### config.mk
export PLATFORM = sky130hd
export DESIGN_NAME = peripheral_glue
export DESIGN_NICKNAME = d
export VERILOG_FILES = /design/src/hdl/glue_pkg.sv /design/src/hdl/ems_mapper.sv /design/src/hdl/io_decoder.sv /design/src/hdl/lpt_port.sv /design/src/hdl/peripheral_glue.sv /design/src/hdl/read_mux.sv
export VERILOG_INCLUDE_DIRS = /design/src /design/src/include
export SDC_FILE = /design/constraint.sdc
export NUM_CORES = 1
export LEC_CHECK = 0
export BUFFER_PORTS_ARGS = -buffer_cell sky130_fd_sc_hd__buf_2
export CAP_MARGIN = 20
export CORE_MARGIN = 3
export CORE_UTILIZATION = 44
export DETAILED_ROUTE_END_ITERATION = 12
export GPL_TIMING_DRIVEN = 1
export PLACE_DENSITY = 0.87
export REMOVE_ABC_BUFFERS = 1
export SYNTH_ARGS = -nofsm -noshare
export SYNTH_HDL_FRONTEND = slang
export SYNTH_HIERARCHICAL = 1
export SYNTH_SLANG_ARGS = --single-unit
### constraint.sdc
create_clock -name clock -period 2.15 [get_ports clock]
set_input_delay 0.1075 -clock clock [delete_from_list [all_inputs] [get_ports clock]]
set_output_delay 0.1075 -clock clock [all_outputs]
set_load 0.01 [all_outputs]
### src/include/glue_macros.svh
//**************************************************************************
// Bus glue constants: bus widths, I/O port addresses of the EMS mapper,
// printer port and UART, and the EMS page register encoding
//**************************************************************************

`ifndef GLUE_MACROS_SVH
`define GLUE_MACROS_SVH

// Bus widths
`define GLUE_ADDR_W     20
`define GLUE_DATA_W     8

// I/O port addresses
`define EMS_PORT_BASE   16'h0260
`define LPT_DATA_PORT   16'h0378
`define LPT_STAT_PORT   16'h0379
`define UART_PORT_BASE  16'h03F8

// EMS page mapper
`define EMS_PAGE_W      7
`define EMS_WINDOWS     4

// Write data codes for the page registers
`define EMS_UNMAP_CODE  8'hFF
`define EMS_MAP_LIMIT   8'h80

`endif

### src/hdl/glue_pkg.sv
//**************************************************************************
// Shared types of the bus glue: CPU cycle, chip selects, device hits,
// external read data, EMS map, EMS command and read source
//**************************************************************************

`include "glue_macros.svh"

package glue_pkg;

    // One CPU bus cycle as seen by the glue
    typedef struct packed {
        logic [`GLUE_ADDR_W-1:0] address;
        logic [`GLUE_DATA_W-1:0] data;
        logic                    io_read_n;
        logic                    io_write_n;
        logic                    memory_read_n;
        logic                    memory_write_n;
        logic                    address_enable_n;
        logic                    interrupt_acknowledge_n;
    } bus_req_t;

    // Active low selects to the external chips
    typedef struct packed {
        logic dma_n;
        logic pic_n;
        logic pit_n;
        logic ppi_n;
        logic dma_page_n;
        logic uart_n;
        logic bios_n;
    } chip_sel_t;

    // Ports that live inside the glue
    typedef struct packed {
        logic ems_port;
        logic lpt_data;
        logic lpt_stat;
    } dev_hit_t;

    typedef struct packed {
        logic [`GLUE_DATA_W-1:0] pic;
        logic [`GLUE_DATA_W-1:0] pit;
        logic [`GLUE_DATA_W-1:0] ppi;
        logic [`GLUE_DATA_W-1:0] uart;
        logic [`GLUE_DATA_W-1:0] bios;
    } ext_rd_t;

    typedef struct packed {
        logic [`EMS_WINDOWS-1:0][`EMS_PAGE_W-1:0] page;
        logic [`EMS_WINDOWS-1:0]                  enable;
    } ems_map_t;

    typedef enum logic [1:0] {
        EMS_UNMAP,
        EMS_MAP,
        EMS_KEEP
    } ems_cmd_e;

    typedef enum logic [3:0] {
        RD_NONE,
        RD_PIC,
        RD_PIT,
        RD_PPI,
        RD_BIOS,
        RD_UART,
        RD_EMS,
        RD_LPT_DATA,
        RD_LPT_STAT
    } rd_src_e;

endpackage

### src/hdl/ems_mapper.sv
//**************************************************************************
// EMS page mapper: four page registers behind ports 0x260-0x263, a
// two-stage write path and the bank hits of the selected window
//**************************************************************************

`timescale 1ns/1ps

`include "glue_macros.svh"

module ems_mapper (
    input  logic                          clock,
    input  logic                          reset,
    input  glue_pkg::bus_req_t            bus_i,
    input  logic                          ems_port_hit_i,
    input  logic [1:0]                    ems_window_i,
    output glue_pkg::ems_map_t            ems_map_o,
    output logic [`EMS_WINDOWS-1:0]       ems_bank_o
);

    localparam int IDX_W = $clog2(`EMS_WINDOWS);

    glue_pkg::ems_cmd_e    wr_cmd;
    glue_pkg::ems_cmd_e    wr_cmd_q;
    logic                  wr_valid_q;
    logic [`EMS_PAGE_W-1:0] wr_page_q;
    logic [IDX_W-1:0]      wr_index_q;
    glue_pkg::ems_map_t    map_q;
    logic                  mem_cycle;
    logic [3:0]            window_base;

    // Classify the written value
    always_comb begin
        if (bus_i.data == `EMS_UNMAP_CODE) begin
            wr_cmd = glue_pkg::EMS_UNMAP;
        end else if (bus_i.data < `EMS_MAP_LIMIT) begin
            wr_cmd = glue_pkg::EMS_MAP;
        end else begin
            wr_cmd = glue_pkg::EMS_KEEP;
        end
    end

    // Stage 1: capture the write
    always_ff @(posedge clock or posedge reset) begin
        if (reset) begin
            wr_valid_q <= 1'b0;
            wr_cmd_q   <= glue_pkg::EMS_KEEP;
        end else begin
            wr_valid_q <= ems_port_hit_i & ~bus_i.io_write_n;
            wr_cmd_q   <= wr_cmd;
        end
    end

    always_ff @(posedge clock) begin
        wr_page_q  <= bus_i.data[`EMS_PAGE_W-1:0];
        wr_index_q <= bus_i.address[IDX_W-1:0];
    end

    // Stage 2: update the entry
    always_ff @(posedge clock or posedge reset) begin
        if (reset) begin
            map_q <= '0;
        end else if (wr_valid_q) begin
            case (wr_cmd_q)
                glue_pkg::EMS_UNMAP: begin
                    map_q.page[wr_index_q]   <= `EMS_PAGE_W'(`EMS_UNMAP_CODE);
                    map_q.enable[wr_index_q] <= 1'b0;
                end
                glue_pkg::EMS_MAP: begin
                    map_q.page[wr_index_q]   <= wr_page_q;
                    map_q.enable[wr_index_q] <= 1'b1;
                end
                default: begin
                end
            endcase
        end
    end

    assign ems_map_o = map_q;

    // Window at A0000, C0000 or D0000
    always_comb begin
        case (ems_window_i)
            2'd0:    window_base = 4'hA;
            2'd1:    window_base = 4'hC;
            default: window_base = 4'hD;
        endcase
    end

    assign mem_cycle = bus_i.io_read_n & bus_i.io_write_n;

    // 16 KB slice per bank
    always_comb begin
        for (int k = 0; k < `EMS_WINDOWS; k++) begin
            ems_bank_o[k] = mem_cycle && map_q.enable[k] &&
                            (bus_i.address[19:14] == {window_base, IDX_W'(k)});
        end
    end

endmodule

### src/hdl/io_decoder.sv
//**************************************************************************
// I/O and memory cycle decoder: external chip selects and the hits for
// the EMS mapper and printer port
//**************************************************************************

`timescale 1ns/1ps

`include "glue_macros.svh"

module io_decoder (
    input  glue_pkg::bus_req_t  bus_i,
    input  logic                ems_enabled_i,
    output glue_pkg::chip_sel_t cs_o,
    output glue_pkg::dev_hit_t  hit_o
);

    logic        io_cycle;
    logic        io_addressed;
    logic        mem_addressed;
    logic        sys_io;
    logic [15:0] port;
    logic [4:0]  block_sel;

    assign io_cycle      = ~bus_i.io_read_n | ~bus_i.io_write_n;
    assign io_addressed  = io_cycle & ~bus_i.address_enable_n;
    assign mem_addressed = ~io_cycle & ~bus_i.address_enable_n;
    assign port          = bus_i.address[15:0];

    // System board ports 0x000-0x0FF
    assign sys_io = io_addressed && (bus_i.address[9:8] == 2'b00);

    // One hit per 32-port block
    always_comb begin
        block_sel = '0;
        for (int k = 0; k < 5; k++) begin
            block_sel[k] = sys_io && (bus_i.address[7:5] == 3'(k));
        end
    end

    always_comb begin
        cs_o.dma_n      = ~block_sel[0];
        cs_o.pic_n      = ~block_sel[1];
        cs_o.pit_n      = ~block_sel[2];
        cs_o.ppi_n      = ~block_sel[3];
        cs_o.dma_page_n = ~block_sel[4];

        // 0x3F8-0x3FF
        cs_o.uart_n = ~(~bus_i.address_enable_n &&
                        (port[15:3] == 13'(`UART_PORT_BASE >> 3)));

        // F0000-FFFFF
        cs_o.bios_n = ~(mem_addressed && (bus_i.address[19:16] == 4'hF));
    end

    always_comb begin
        // 0x260-0x263
        hit_o.ems_port = io_addressed && ems_enabled_i &&
                         (port[15:2] == 14'(`EMS_PORT_BASE >> 2));
        hit_o.lpt_data = io_addressed && (port == `LPT_DATA_PORT);
        hit_o.lpt_stat = io_addressed && (port == `LPT_STAT_PORT);
    end

endmodule

### src/hdl/lpt_port.sv
//**************************************************************************
// Printer port: data latch at 0x378 and status byte at 0x379
//**************************************************************************

`timescale 1ns/1ps

`include "glue_macros.svh"

module lpt_port (
    input  logic                    clock,
    input  logic                    reset,
    input  glue_pkg::bus_req_t      bus_i,
    input  logic                    lpt_data_hit_i,
    input  logic                    dss_full_i,
    output logic [`GLUE_DATA_W-1:0] lpt_data_o,
    output logic [`GLUE_DATA_W-1:0] lpt_stat_o
);

    logic [`GLUE_DATA_W-1:0] data_q;

    // Idle printer bus reads all ones
    always_ff @(posedge clock or posedge reset) begin
        if (reset) begin
            data_q <= '1;
        end else if (lpt_data_hit_i && !bus_i.io_write_n) begin
            data_q <= bus_i.data;
        end
    end

    assign lpt_data_o = data_q;

    // Sound FIFO full in bit 6
    always_comb begin
        lpt_stat_o    = '0;
        lpt_stat_o[6] = dss_full_i;
    end

endmodule

### src/hdl/peripheral_glue.sv
//**************************************************************************
// Peripheral bus glue top level: decoder, EMS mapper, printer port and
// the CPU read mux
//**************************************************************************

`timescale 1ns/1ps

`include "glue_macros.svh"

module peripheral_glue (
    input  logic                    clock,
    input  logic                    reset,
    input  glue_pkg::bus_req_t      bus_i,
    input  logic                    ems_enabled_i,
    input  logic [1:0]              ems_window_i,
    input  logic                    dss_full_i,
    input  glue_pkg::ext_rd_t       ext_rd_i,
    output glue_pkg::chip_sel_t     cs_o,
    output glue_pkg::ems_map_t      ems_map_o,
    output logic [`EMS_WINDOWS-1:0] ems_bank_o,
    output logic [`GLUE_DATA_W-1:0] data_bus_out_o,
    output logic                    data_bus_out_from_chipset_o
);

    glue_pkg::chip_sel_t     cs;
    glue_pkg::dev_hit_t      hit;
    glue_pkg::ems_map_t      ems_map;
    logic [`GLUE_DATA_W-1:0] lpt_data;
    logic [`GLUE_DATA_W-1:0] lpt_stat;

    assign cs_o      = cs;
    assign ems_map_o = ems_map;

    io_decoder u_io_decoder (
        .bus_i         (bus_i),
        .ems_enabled_i (ems_enabled_i),
        .cs_o          (cs),
        .hit_o         (hit)
    );

    ems_mapper u_ems_mapper (
        .clock          (clock),
        .reset          (reset),
        .bus_i          (bus_i),
        .ems_port_hit_i (hit.ems_port),
        .ems_window_i   (ems_window_i),
        .ems_map_o      (ems_map),
        .ems_bank_o     (ems_bank_o)
    );

    lpt_port u_lpt_port (
        .clock          (clock),
        .reset          (reset),
        .bus_i          (bus_i),
        .lpt_data_hit_i (hit.lpt_data),
        .dss_full_i     (dss_full_i),
        .lpt_data_o     (lpt_data),
        .lpt_stat_o     (lpt_stat)
    );

    // Combinational path from bus to data out
    read_mux u_read_mux (
        .bus_i                       (bus_i),
        .cs_i                        (cs),
        .hit_i                       (hit),
        .ext_rd_i                    (ext_rd_i),
        .ems_map_i                   (ems_map),
        .lpt_data_i                  (lpt_data),
        .lpt_stat_i                  (lpt_stat),
        .data_bus_out_o              (data_bus_out_o),
        .data_bus_out_from_chipset_o (data_bus_out_from_chipset_o)
    );

endmodule

### src/hdl/read_mux.sv
//**************************************************************************
// CPU read data: prioritized source selection and the drive flag
//**************************************************************************

`timescale 1ns/1ps

`include "glue_macros.svh"

module read_mux (
    input  glue_pkg::bus_req_t      bus_i,
    input  glue_pkg::chip_sel_t     cs_i,
    input  glue_pkg::dev_hit_t      hit_i,
    input  glue_pkg::ext_rd_t       ext_rd_i,
    input  glue_pkg::ems_map_t      ems_map_i,
    input  logic [`GLUE_DATA_W-1:0] lpt_data_i,
    input  logic [`GLUE_DATA_W-1:0] lpt_stat_i,
    output logic [`GLUE_DATA_W-1:0] data_bus_out_o,
    output logic                    data_bus_out_from_chipset_o
);

    glue_pkg::rd_src_e       rd_src;
    logic                    io_rd;
    logic                    mem_rd;
    logic [1:0]              ems_index;
    logic [`GLUE_DATA_W-1:0] ems_rd;

    assign io_rd     = ~bus_i.io_read_n;
    assign mem_rd    = ~bus_i.memory_read_n;
    assign ems_index = bus_i.address[1:0];

    // Unmapped entries read back as all ones
    assign ems_rd = ems_map_i.enable[ems_index] ?
                    `GLUE_DATA_W'(ems_map_i.page[ems_index]) : `EMS_UNMAP_CODE;

    always_comb begin
        if (!bus_i.interrupt_acknowledge_n) begin
            rd_src = glue_pkg::RD_PIC;
        end else if (!cs_i.pic_n && io_rd) begin
            rd_src = glue_pkg::RD_PIC;
        end else if (!cs_i.pit_n && io_rd) begin
            rd_src = glue_pkg::RD_PIT;
        end else if (!cs_i.ppi_n && io_rd) begin
            rd_src = glue_pkg::RD_PPI;
        end else if (!cs_i.bios_n && mem_rd) begin
            rd_src = glue_pkg::RD_BIOS;
        end else if (!cs_i.uart_n && io_rd) begin
            rd_src = glue_pkg::RD_UART;
        end else if (hit_i.ems_port && io_rd) begin
            rd_src = glue_pkg::RD_EMS;
        end else if (hit_i.lpt_data && io_rd) begin
            rd_src = glue_pkg::RD_LPT_DATA;
        end else if (hit_i.lpt_stat && io_rd) begin
            rd_src = glue_pkg::RD_LPT_STAT;
        end else begin
            rd_src = glue_pkg::RD_NONE;
        end
    end

    always_comb begin
        case (rd_src)
            glue_pkg::RD_PIC:      data_bus_out_o = ext_rd_i.pic;
            glue_pkg::RD_PIT:      data_bus_out_o = ext_rd_i.pit;
            glue_pkg::RD_PPI:      data_bus_out_o = ext_rd_i.ppi;
            glue_pkg::RD_BIOS:     data_bus_out_o = ext_rd_i.bios;
            glue_pkg::RD_UART:     data_bus_out_o = ext_rd_i.uart;
            glue_pkg::RD_EMS:      data_bus_out_o = ems_rd;
            glue_pkg::RD_LPT_DATA: data_bus_out_o = lpt_data_i;
            glue_pkg::RD_LPT_STAT: data_bus_out_o = lpt_stat_i;
            default:               data_bus_out_o = '0;
        endcase
    end

    assign data_bus_out_from_chipset_o = (rd_src != glue_pkg::RD_NONE);

endmodule

* Word level (Yosys, flattened, before mapping)
Index checks and enable logic that the tools add are counted.
Word-level totals: register bits 52, input bits 80, output and inout port bits 52, logic and storage cells 121
Cells by class: magnitude comparators 4, equality and inequality tests 24, multiplexer cells 24, bitwise logic cells 21, reduce and logical (&&, ||, !) cells 38
Operator list (number):
- 32-bit one-hot mux with 2 select lines | 1
- 8-bit one-hot mux with 8 select lines | 1
- 4-bit 2-to-1 mux | 9
- 16-bit by 10-bit == test with 1-bit output (second input constant) | 2
- 1-bit logical AND | 30
- 28-bit bitwise mux | 1
- 28-bit OR | 1
- 6-bit == test | 4
- 4-bit by 3-bit == test with 1-bit output (second input constant) | 4
- 7-bit binary-select mux with 2-bit select | 1
- 7-bit demux with 2-bit select | 1
- 14-bit by 8-bit == test with 1-bit output (second input constant) | 1
- 7-bit 2-to-1 mux | 2
- 13-bit by 7-bit == test with 1-bit output (second input constant) | 1
- 1-bit inverter | 12
- 4-bit by 2-bit == test with 1-bit output (second input constant) | 2
- 4-bit == test (second input constant) | 2
- 8-bit == test (second input constant) | 1
- 8-bit less-than comparator (second input constant) | 1
- 8-bit 2-to-1 mux | 1
- 3-bit by 2-bit == test with 1-bit output (second input constant) | 2
- 2-bit logical NOT | 3
- 2-bit by 3-bit less-than comparator with 1-bit output (second input constant) | 2
- 3-bit one-hot mux with 2 select lines | 1
- 19 further kinds | 25

* Logic depth before layout (Yosys ltp)
Gate-level depths: netlist of run 1.
word-level depth 16, gate-level depth with buffers 10, gate-level depth less buffers 8

* Modules after synthesis
The synthesis of run 1 kept the hierarchy.
Modules (own cells, without submodules):
- ems_mapper | times used 1, cells each 145, area an instance 1650.3 µm², sequential area each 1057.3 µm²
- read_mux | times used 1, cells each 114, area an instance 883.3 µm², sequential area each 0.0 µm²
- lpt_port | times used 1, cells each 28, area an instance 422.9 µm², sequential area each 210.2 µm²
- io_decoder | times used 1, cells each 29, area an instance 185.2 µm², sequential area each 0.0 µm²

* Least setup slack after synthesis of run 1
Ideal clock, no wire load.
kind in2out, from in bus_i[25] in the netlist's numbering, to out data_bus_out_o[1], arrival 2199 ps, data required time 2043 ps, setup slack -157 ps, cell stages on the path 9, buffers on the path 1, cells stage by stage or4_4 nor4_4 and3_1 nand2b_1 a211o_2 clkbuf_1 and3_1 o21ai_0 nand4_1
RTL lines:
- start, declared | line peripheral_glue.sv:13 | input glue_pkg::bus_req_t bus_i,
- end, declared | line peripheral_glue.sv:21 | output logic [`GLUE_DATA_W-1:0] data_bus_out_o,

==> results of run 1 <==
[per-layer routing]
metal,wire length (um),vias to the layer above
met3,815,25
met2,5370,176
met5,0,-
li1,-,1518
met4,240,0
met1,4090,1573
[sequential cells by signal, summed over array words and instances (netlist names), named ones only]
signal	count
u_lpt_port/lpt_data_o	8
u_ems_mapper/wr_valid_q	1
u_ems_mapper/wr_index_q	2
u_ems_mapper/ems_map_o	28
u_ems_mapper/wr_cmd_q	2
u_ems_mapper/wr_page_q	7
[worst register-to-register path: stages (launching register included)]
cell and delay (ns):
dfstp_2 0.40, and4bb_1 0.68, mux2_4 0.35
[power by group through the flow]
stage | Combinational, mW | Clock (mW) | Sequential (mW)
4_1_cts | 0.263 | 0.688 | 0.995
2_1_floorplan | 0.0899 | 0 | 1.01
3_5_place_dp | 0.244 | 0 | 1.01
5_1_grt | 0.302 | 0.729 | 0.996
6_report | 0.278 | 0.676 | 0.995
3_3_place_gp | 0.237 | 0 | 1.01
[path summary, 6_finish.rpt]
| path | cells after the start | from | endpoint |
|---|---|---|---|
| worst max register to register | 2 | u_ems_mapper/wr_cmd_q[1] | register |
| worst min-delay path | 3 | bus_i[4] | u_ems_mapper/wr_valid_q |
| worst max-delay path | 11 | bus_i[25] | data_bus_out_o[7] |
| worst min register to register | 2 | u_ems_mapper/ems_map_o[25] | u_ems_mapper/ems_map_o[25] |
| min in group asynchronous | 4 | reset | u_ems_mapper/ems_map_o[17] |
| max in group asynchronous | 4 | reset | u_ems_mapper/wr_cmd_q[1] |
[synth_stat cells (6+ instances only)]
library cell,number,share of area (%)
mux4_2,8,5.7
a21boi_0,16,3.8
nand2_1,14,1.7
and3_1,20,4.0
nand4_1,11,2.2
clkbuf_1,7,0.84
dfstp_2,9,7.5
dfrtp_1,34,27
o21ai_0,21,3.3
o221ai_1,7,2.0
a21oi_1,22,3.5
buf_4,9,2.2
mux2_4,9,4.3
dfxtp_1,9,5.7
nand3_1,6,0.96
a22oi_1,8,1.9
nor2_1,35,4.2
[area by class of cell]
type                            count  area (um2)
Clock buffer                        8         121
Multi-Input combinational cell    240        1890
Inverter                            5        18.8
Timing Repair Buffer              184        1140
Tap cell                           96         120
Sequential cell                    52        1270
Fill cell                         518        2310
[timing repair]
| item | CTS | global route |
|---|---|---|
| hold buffers | 9 | 0 |
| pin swaps | 7 | 5 |
| hold endpoints to repair | 47 | 0 |
| resized for setup | 28 | 27 |
| endpoints found under the setup margin | 9 | 9 |
| buffers inserted | 4 | 0 |
| cloned | 1 | 2 |
[cell usage in the layout, fill, tap and decap left out, types with 10 or more instances in the layout]
master / n
nor2_1: 34
buf_2: 128
and3_1: 10
nand2_1: 13
buf_4: 42
a21boi_0: 11
dfrtp_1: 34
nand4_1: 11
and3_4: 10
o21ai_1: 12
a21oi_1: 22
[logic make-up after synthesis]
logic type	share of synthesized area, %
and+or+nand+nor	23.0
AOI/OAI and AO/OA	19.3
DFF	40.3
buffers and inverters	6.17
muxes	11.1
other	0.119
==> flow_summary.json, run 1 <==
{
  "clkTransAtPathRegs_ns": 0.09,
  "p_total_mw": 1.95,
  "crit_path_max_incr_delay_ns": 0.56,
  "drv_slew": 0,
  "antenna_found_initial": 0,
  "drt_iter0_drc": 201,
  "io_pins": 132,
  "rows": 30,
  "syn_area_um2": 3140,
  "dp_cells": 561,
  "clockPowerShare_pct": 34.7,
  "sw_frac_of_total_pct": 23.3,
  "final_nets": 568,
  "fin_crit_ns": 2.57,
  "syn_inst": 316,
  "power.share.sequential_pct": 51.0,
  "ys.warnings.count": 6,
  "wl_um": 10500,
  "rsz0062_at_grt": "yes",
  "reg2reg_setup_slack_ns": 0.61,
  "post_dp_cell_area_um2": 4070,
  "final_cells": 585,
  "grt_pass1_wl_um": 16100,
  "dp_slack_ns": -0.697,
  "comb_power_share_pct": 14.3,
  "setup_viol": 9,
  "cts_buffers": 5,
  "final_area_um2": 4550,
  "synthArstFlopShare_pct": 82.7,
  "end_kind": "output port",
  "synth.ff_latch_count": 52,
  "required_ns": 2.04,
  "place_hpwl_um": 7290,
  "diodes": 0,
  "wl_per_cell_um": 18.0,
  "cts.sinks": 52,
  "fmax_ghz": 0.389,
  "grt_pass1_vias": 3269,
  "use_met1_pct": 28.2,
  "vias_per_cell": 5.63,
  "slew_headroom_pct": 56.8,
  "path_common_cell": "and3_4",
  "drc": 0,
  "timing.final.ws_setup_ns": -0.419,
  "finalCritPeriodShare_pct": 119,
  "portBuffers": 130,
  "p_leak_nw": 2.17,
  "cp_num_buf_inv": 3,
  "cts_tree": "built",
  "die-height_um": 90.5,
  "critPathSlowestCell": "or4_4",
  "worstSetupPathType": "in2out",
  "dr.pass1.iters": 5,
  "avgSynthCellArea_um2": 9.94,
  "grtUsageMet3_pct": 5.83,
  "syn_to_final_growth_pct": 45.0,
  "internal_power_mw": 1.50,
  "ir_drop_mv": 0.399,
  "synth_ff_type": "dfrtp_1",
  "ant_nets": 0,
  "grt.total_usage_pct": 24.2,
  "drv_cap": 0,
  "gp_congestion": 0.868,
  "tns_ns": -3.20,
  "p_per_area_nw_per_um2": 428,
  "cts_root_buffer": "clkbuf_8",
  "path_cells": "buf_6 > or4_4 > nor4_4 > and3_4 > nand2b_4 > a211o_4 > clkbuf_16 > and3_4 > o21ai_1 > nand4_1 > buf_2",
  "drive_above_1_share_pct": 52.6,
  "power_switching_mw": 0.454,
  "crit_family": "simple AND/OR/NAND/NOR gates",
  "die_area_um2": 8190,
  "fp.coreArea_um2": 6870,
  "hold_class": "in2reg",
  "worst_pin_slew_ns": 0.649,
  "gr-total-overflow": 0,
  "initial_core_util_pct": 45.7,
  "cts_buffer_depth": 2,
  "hold_violations": 0,
  "die_w_um": 90.5,
  "cp-start-kind": "primary input",
  "use_met2_pct": 43.5,
  "cts-htree-levels": 2,
  "synth.distinct_cells": 57,
  "busiest_layer": "met2",
  "grt_max_degree": 36,
  "clock-skew-final_ns": 0.0100,
  "cp_max_fo": 16,
  "utilization_pct": 66.3,
  "crit_arrival_ns": 2.46,
  "violations": "setup timing",
  "seq_area_frac_synth_pct": 40.3,
  "status": "finished with violations",
  "insertion_delay_ns": 0.31,
  "vias": 3292,
  "synth_edf_count": 0,
  "hold_slack_ns": 0.146
}
Power figures use the tool's default switching activity.
==> inputs of run 2 (changes only) <==
--- a/config.mk
+++ b/config.mk
@@ -8,11 +8,12 @@
 export LEC_CHECK = 0
 export BUFFER_PORTS_ARGS = -buffer_cell sky130_fd_sc_hd__buf_2
 export CAP_MARGIN = 20
+export CORE_ASPECT_RATIO = 0.7
 export CORE_MARGIN = 3
-export CORE_UTILIZATION = 44
+export CORE_UTILIZATION = 52
 export DETAILED_ROUTE_END_ITERATION = 12
 export GPL_TIMING_DRIVEN = 1
-export PLACE_DENSITY = 0.87
+export PLACE_DENSITY = 0.95
 export REMOVE_ABC_BUFFERS = 1
 export SYNTH_ARGS = -nofsm -noshare
 export SYNTH_HDL_FRONTEND = slang
==> constraint.sdc (replaced) <==
create_clock -name clock -period 3.2 [get_ports clock]
set_input_delay 0 -clock clock [delete_from_list [all_inputs] [get_ports clock]]
set_output_delay 0 -clock clock [all_outputs]
set_load 0.01 [all_outputs]
==> flow_summary.json, run 2 (synthesis gave the netlist of run 1 again) <==
{
  "cts-htree-levels": 2,
  "required_ns": 3.20,
  "dp_cells": 508,
  "final_common_cell": "buf_2",
  "die-height_um": 71.0,
  "drc": 0,
  "hold_violations": 0,
  "final_cells": 527,
  "post_dp_cell_area_um2": 3790,
  "worstSetupPathType": "in2out",
  "wl_um": 8740,
  "rows": 23,
  "end_kind": "output port",
  "finalCritPeriodShare_pct": 88.9,
  "diodes": 0,
  "final_cell_mix": "130 x buf_2, 35 x nor2_1, 34 x dfrtp_1",
  "clock-skew-final_ns": 0.00529,
  "tns_ns": 0,
  "cp_max_fo": 9,
  "p_total_mw": 1.31,
  "wl_per_cell_um": 16.6,
  "vias_per_cell": 5.74,
  "die_w_um": 98.9,
  "drive_above_1_share_pct": 41.8,
  "reg2reg_setup_slack_ns": 1.54,
  "grt_max_degree": 36,
  "worst_pin_slew_ns": 0.771,
  "path_common_cell": "buf_2",
  "cp-start-kind": "primary input",
  "nFillCells": 457,
  "crit_family": "simple AND/OR/NAND/NOR gates",
  "dp_slack_ns": 0.593,
  "initial_core_util_pct": 54.3,
  "cts_buffers": 5,
  "antenna_found_initial": 0,
  "cts_setup_buffers": 0,
  "portBuffers": 130,
  "fmax_ghz": 0.352,
  "fin_crit_ns": 2.84,
  "syn_to_final_growth_pct": 28.0,
  "timing.final.ws_setup_ns": 0.356,
  "status": "finished clean",
  "die_area_um2": 7030,
  "cts_tree": "built",
  "insertion_delay_ns": 0.30,
  "ir_drop_mv": 0.294,
  "cp_num_buf_inv": 3,
  "grt_pass1_wl_um": 14300,
  "crit_path_max_incr_delay_ns": 0.53,
  "place_hpwl_um": 6570,
  "setup_viol": 0,
  "grt_pass1_vias": 3060,
  "ant_nets": 0,
  "drt_iter0_drc": 125,
  "final_area_um2": 4020,
  "drv_cap": 0,
  "gr-total-overflow": 0,
  "slew_headroom_pct": 48.2,
  "clkTransAtPathRegs_ns": 0.09,
  "cts_root_buffer": "clkbuf_8",
  "grt.total_usage_pct": 24.9,
  "largest_reg_flops": 28,
  "drv_slew": 0,
  "rsz0062_at_grt": "no",
  "gp_congestion": 0.853,
  "cts_buffer_depth": 2,
  "io_pins": 132,
  "final_nets": 531,
  "p_leak_nw": 1.94,
  "crit_arrival_ns": 2.84,
  "p_per_area_nw_per_um2": 325,
  "fp.coreArea_um2": 5780,
  "path_cells": "dlygate4sd3_1 > buf_2 > a211o_1 > nor3_1 > nand3b_1 > nand2b_4 > or2_1 > and2_1 > o211ai_1 > or3_1 > buf_2",
  "critPathSlowestCell": "dlygate4sd3_1",
  "cts.sinks": 52,
  "hold_class": "in2reg",
  "dr.pass1.iters": 4,
  "vias": 3027
}
[run 2: cell type report]
class / instances / area, um2 / share of cell area (%)
tap: 75 / 93.8 / 2.33
sequential: 52 / 1270 / 31.5
inverter: 5 / 18.8 / 0.467
clock buffer: 7 / 96.3 / 2.40
clock inverter: 1 / 30.0 / 0.747
timing repair buffer: 148 / 813 / 20.2
multi-input combinational: 239 / 1700 / 42.3
[run 2: through the flow]
step	hold WS (ns)	util, %
finish	0.00164	69.5
global route	0.0282	69.5
CTS	0.0165	69.5
detailed placement	0.136	65.5
global placement	0.122	65.5
floorplan	0.0277	-
[run 2: worst register-to-register path, delay by kind of cell (launching register included)]
kind          cells  cell delay, ns
flops             1            0.40
simple gates      1            0.64
mux               1            0.50
[run 2: final timing paths]
path	endpoint	start	cells after the start
min in group asynchronous	u_ems_mapper/ems_map_o[21]	reset	4
worst min-delay path	u_ems_mapper/wr_index_q[0]	bus_i[14]	1
worst max-delay path	data_bus_out_from_chipset_o	bus_i[4]	11
max in group asynchronous	u_ems_mapper/wr_cmd_q[1]	reset	4
worst min register to register	u_ems_mapper/ems_map_o[27]	u_ems_mapper/ems_map_o[27]	2
worst max register to register	register	u_ems_mapper/wr_cmd_q[1]	2
[run 2: layer usage]
layer | wire [um] | global-route usage, % | part of all wire [%]
met1 | 3710 | 32.8 | 42
met2 | 4210 | 43.2 | 48
met3 | 745 | 4.63 | 8.5
met4 | 70 | 5.30 | 0.80
met5 | 0 | 0 | 0
[run 2: where the power goes]
part / switching [mW] / internal, mW
clock network: 0.208 / 0.276
logic: 0.0776 / 0.0763
registers: 0.00475 / 0.663
total: 0.290 / 1.02
[run 2: timing repair]
item                                   CTS  global route
endpoints found under the hold margin   61             0
hold buffers                            11             0
resized for setup                        0             0
==> inputs of run 3 (changes only) <==
--- a/config.mk
+++ b/config.mk
@@ -13,6 +13,7 @@
 export CORE_UTILIZATION = 52
 export DETAILED_ROUTE_END_ITERATION = 12
 export GPL_TIMING_DRIVEN = 1
+export HOLD_SLACK_MARGIN = 0.05
 export PLACE_DENSITY = 0.95
 export REMOVE_ABC_BUFFERS = 1
 export SYNTH_ARGS = -nofsm -noshare
==> flow_summary.json, run 3 (synthesis gave the netlist of run 1 again) <==
{
  "clkTransAtPathRegs_ns": 0.09,
  "fp.coreArea_um2": 5780,
  "utilization_pct": 69.7,
  "cp-start-kind": "primary input",
  "cts.sinks": 52,
  "critPathSlowestCell": "dlygate4sd3_1",
  "dr.pass1.iters": 6,
  "dp_slack_ns": 0.593,
  "cts_buffer_depth": 2,
  "cts_buffers": 5,
  "grt_max_degree": 36,
  "cts_tree": "built",
  "final_cell_mix": "130 x buf_2, 35 x nor2_1, 34 x dfrtp_1",
  "antenna_found_initial": 0,
  "diodes": 0,
  "crit_family": "simple AND/OR/NAND/NOR gates",
  "ant_nets": 0,
  "drv_slew": 0,
  "p_per_area_nw_per_um2": 324,
  "wl_per_cell_um": 16.5,
  "syn_to_final_growth_pct": 28.4,
  "tns_ns": 0,
  "setup_viol": 0,
  "hold_slack_ns": 0.0986,
  "insertion_delay_ns": 0.30,
  "vias_per_cell": 5.77,
  "cp_max_fo": 9,
  "worstSetupPathType": "in2out",
  "largest_reg_flops": 28,
  "initial_core_util_pct": 54.3,
  "status": "finished clean",
  "clock-skew-final_ns": 0.00531,
  "vias": 3045,
  "final_nets": 532,
  "rsz0062_at_grt": "no",
  "wl_um": 8690,
  "portBuffers": 130,
  "path_cells": "dlygate4sd3_1 > buf_2 > a211o_1 > nor3_1 > nand3b_1 > nand2b_4 > or2_1 > and2_1 > o211ai_1 > or3_1 > buf_2",
  "drv_cap": 0,
  "drc": 0,
  "place_hpwl_um": 6570,
  "ir_drop_mv": 0.298,
  "gp_congestion": 0.853,
  "holdPathStages": 4,
  "p_leak_nw": 1.95,
  "path_common_cell": "buf_2",
  "cp_num_buf_inv": 3,
  "path_depth": 11,
  "die_area_um2": 7030,
  "final_common_cell": "buf_2",
  "worst_pin_slew_ns": 0.755,
  "gr-total-overflow": 0,
  "fmax_ghz": 0.352,
  "grt_pass1_vias": 3039,
  "drive_above_1_share_pct": 41.7,
  "drt_iter0_drc": 100,
  "grt_pass1_wl_um": 14400,
  "die-height_um": 71.0,
  "rr_worst_depth": 2,
  "hold_violations": 0,
  "end_kind": "output port",
  "crit_path_max_incr_delay_ns": 0.53,
  "crit_arrival_ns": 2.84,
  "die_w_um": 98.9,
  "fin_crit_ns": 2.84,
  "cts-htree-levels": 2,
  "cts_root_buffer": "clkbuf_8",
  "finalCritPeriodShare_pct": 88.7,
  "grt.total_usage_pct": 25.0,
  "rows": 23,
  "hold_class": "in2reg",
  "timing.final.ws_setup_ns": 0.361,
  "io_pins": 132,
  "required_ns": 3.20,
  "cts_resized": 0,
  "slew_headroom_pct": 49.3
}
## run 3: changes by cell type in the layout (fill, tap and decap cells not counted), sizes merged
cell,delta
dlygate4sd3,+1
## run 3: per-stage QoR
stage / total power [mW] / std cells / instance area (um2)
global route: 1.36 / 528 / 4030
global placement: 0.819 / 508 / 3790
CTS: 1.31 / 528 / 4030
detailed placement: 0.824 / 508 / 3790
floorplan: 0.740 / 296 / 2990
finish: 1.31 / 528 / 4030
## run 3: worst paths after layout
path,start,to,slack (ns)
min in group asynchronous,reset,u_ems_mapper/ems_map_o[21],0.35
setup reg to reg,u_ems_mapper/wr_cmd_q[1],register,1.55
setup / recovery,bus_i[4],data_bus_out_from_chipset_o,0.36
hold / removal,ems_enabled_i,u_ems_mapper/wr_valid_q,0.1
hold reg to reg,u_ems_mapper/ems_map_o[27],u_ems_mapper/ems_map_o[27],0.51
max in group asynchronous,reset,u_ems_mapper/wr_cmd_q[1],2.50
## run 3: power by group
part / internal, mW / switching [mW] / total (mW) / leakage [nW]
clock: 0.276 / 0.208 / 0.484 / 0.0645
sequential: 0.663 / 0.00468 / 0.668 / 0.642
combinational: 0.0771 / 0.0779 / 0.155 / 1.24
total: 1.02 / 0.290 / 1.31 / 1.95
## run 3: worst min-delay path, cell delays in order
cell and delay (ns):
buf_2 0.10, nand3_1 0.06, nor4_1 0.07, nor2b_1 0.13
## run 3: routing by layer
| metal | GRT usage [%] | share of wire, % | routed length (um) | vias up |
|---|---|---|---|---|
| met3 | 4.43 | 7.3 | 634 | 10 |
| met5 | 0 | 0 | 0 | - |
| met4 | 4.70 | 0.81 | 70 | 0 |
| li1 | - | - | - | 1436 |
| met1 | 33.1 | 43 | 3720 | 1482 |
| met2 | 43.6 | 49 | 4270 | 117 |
## run 3: timing repair
action,CTS,global route
hold endpoints to repair,62,0
hold buffers,12,0
setup buffers,0,0
## run 3: layout make-up
| class | instances | area (um2) |
|---|---|---|
| timing repair buffer | 149 | 823 |
| fill | 455 | 1750 |
| clock inverter | 1 | 30.0 |
| sequential | 52 | 1270 |
| tap | 75 | 93.8 |
| multi-input combinational | 239 | 1700 |
| inverter | 5 | 18.8 |
| clock buffer | 7 | 96.3 |
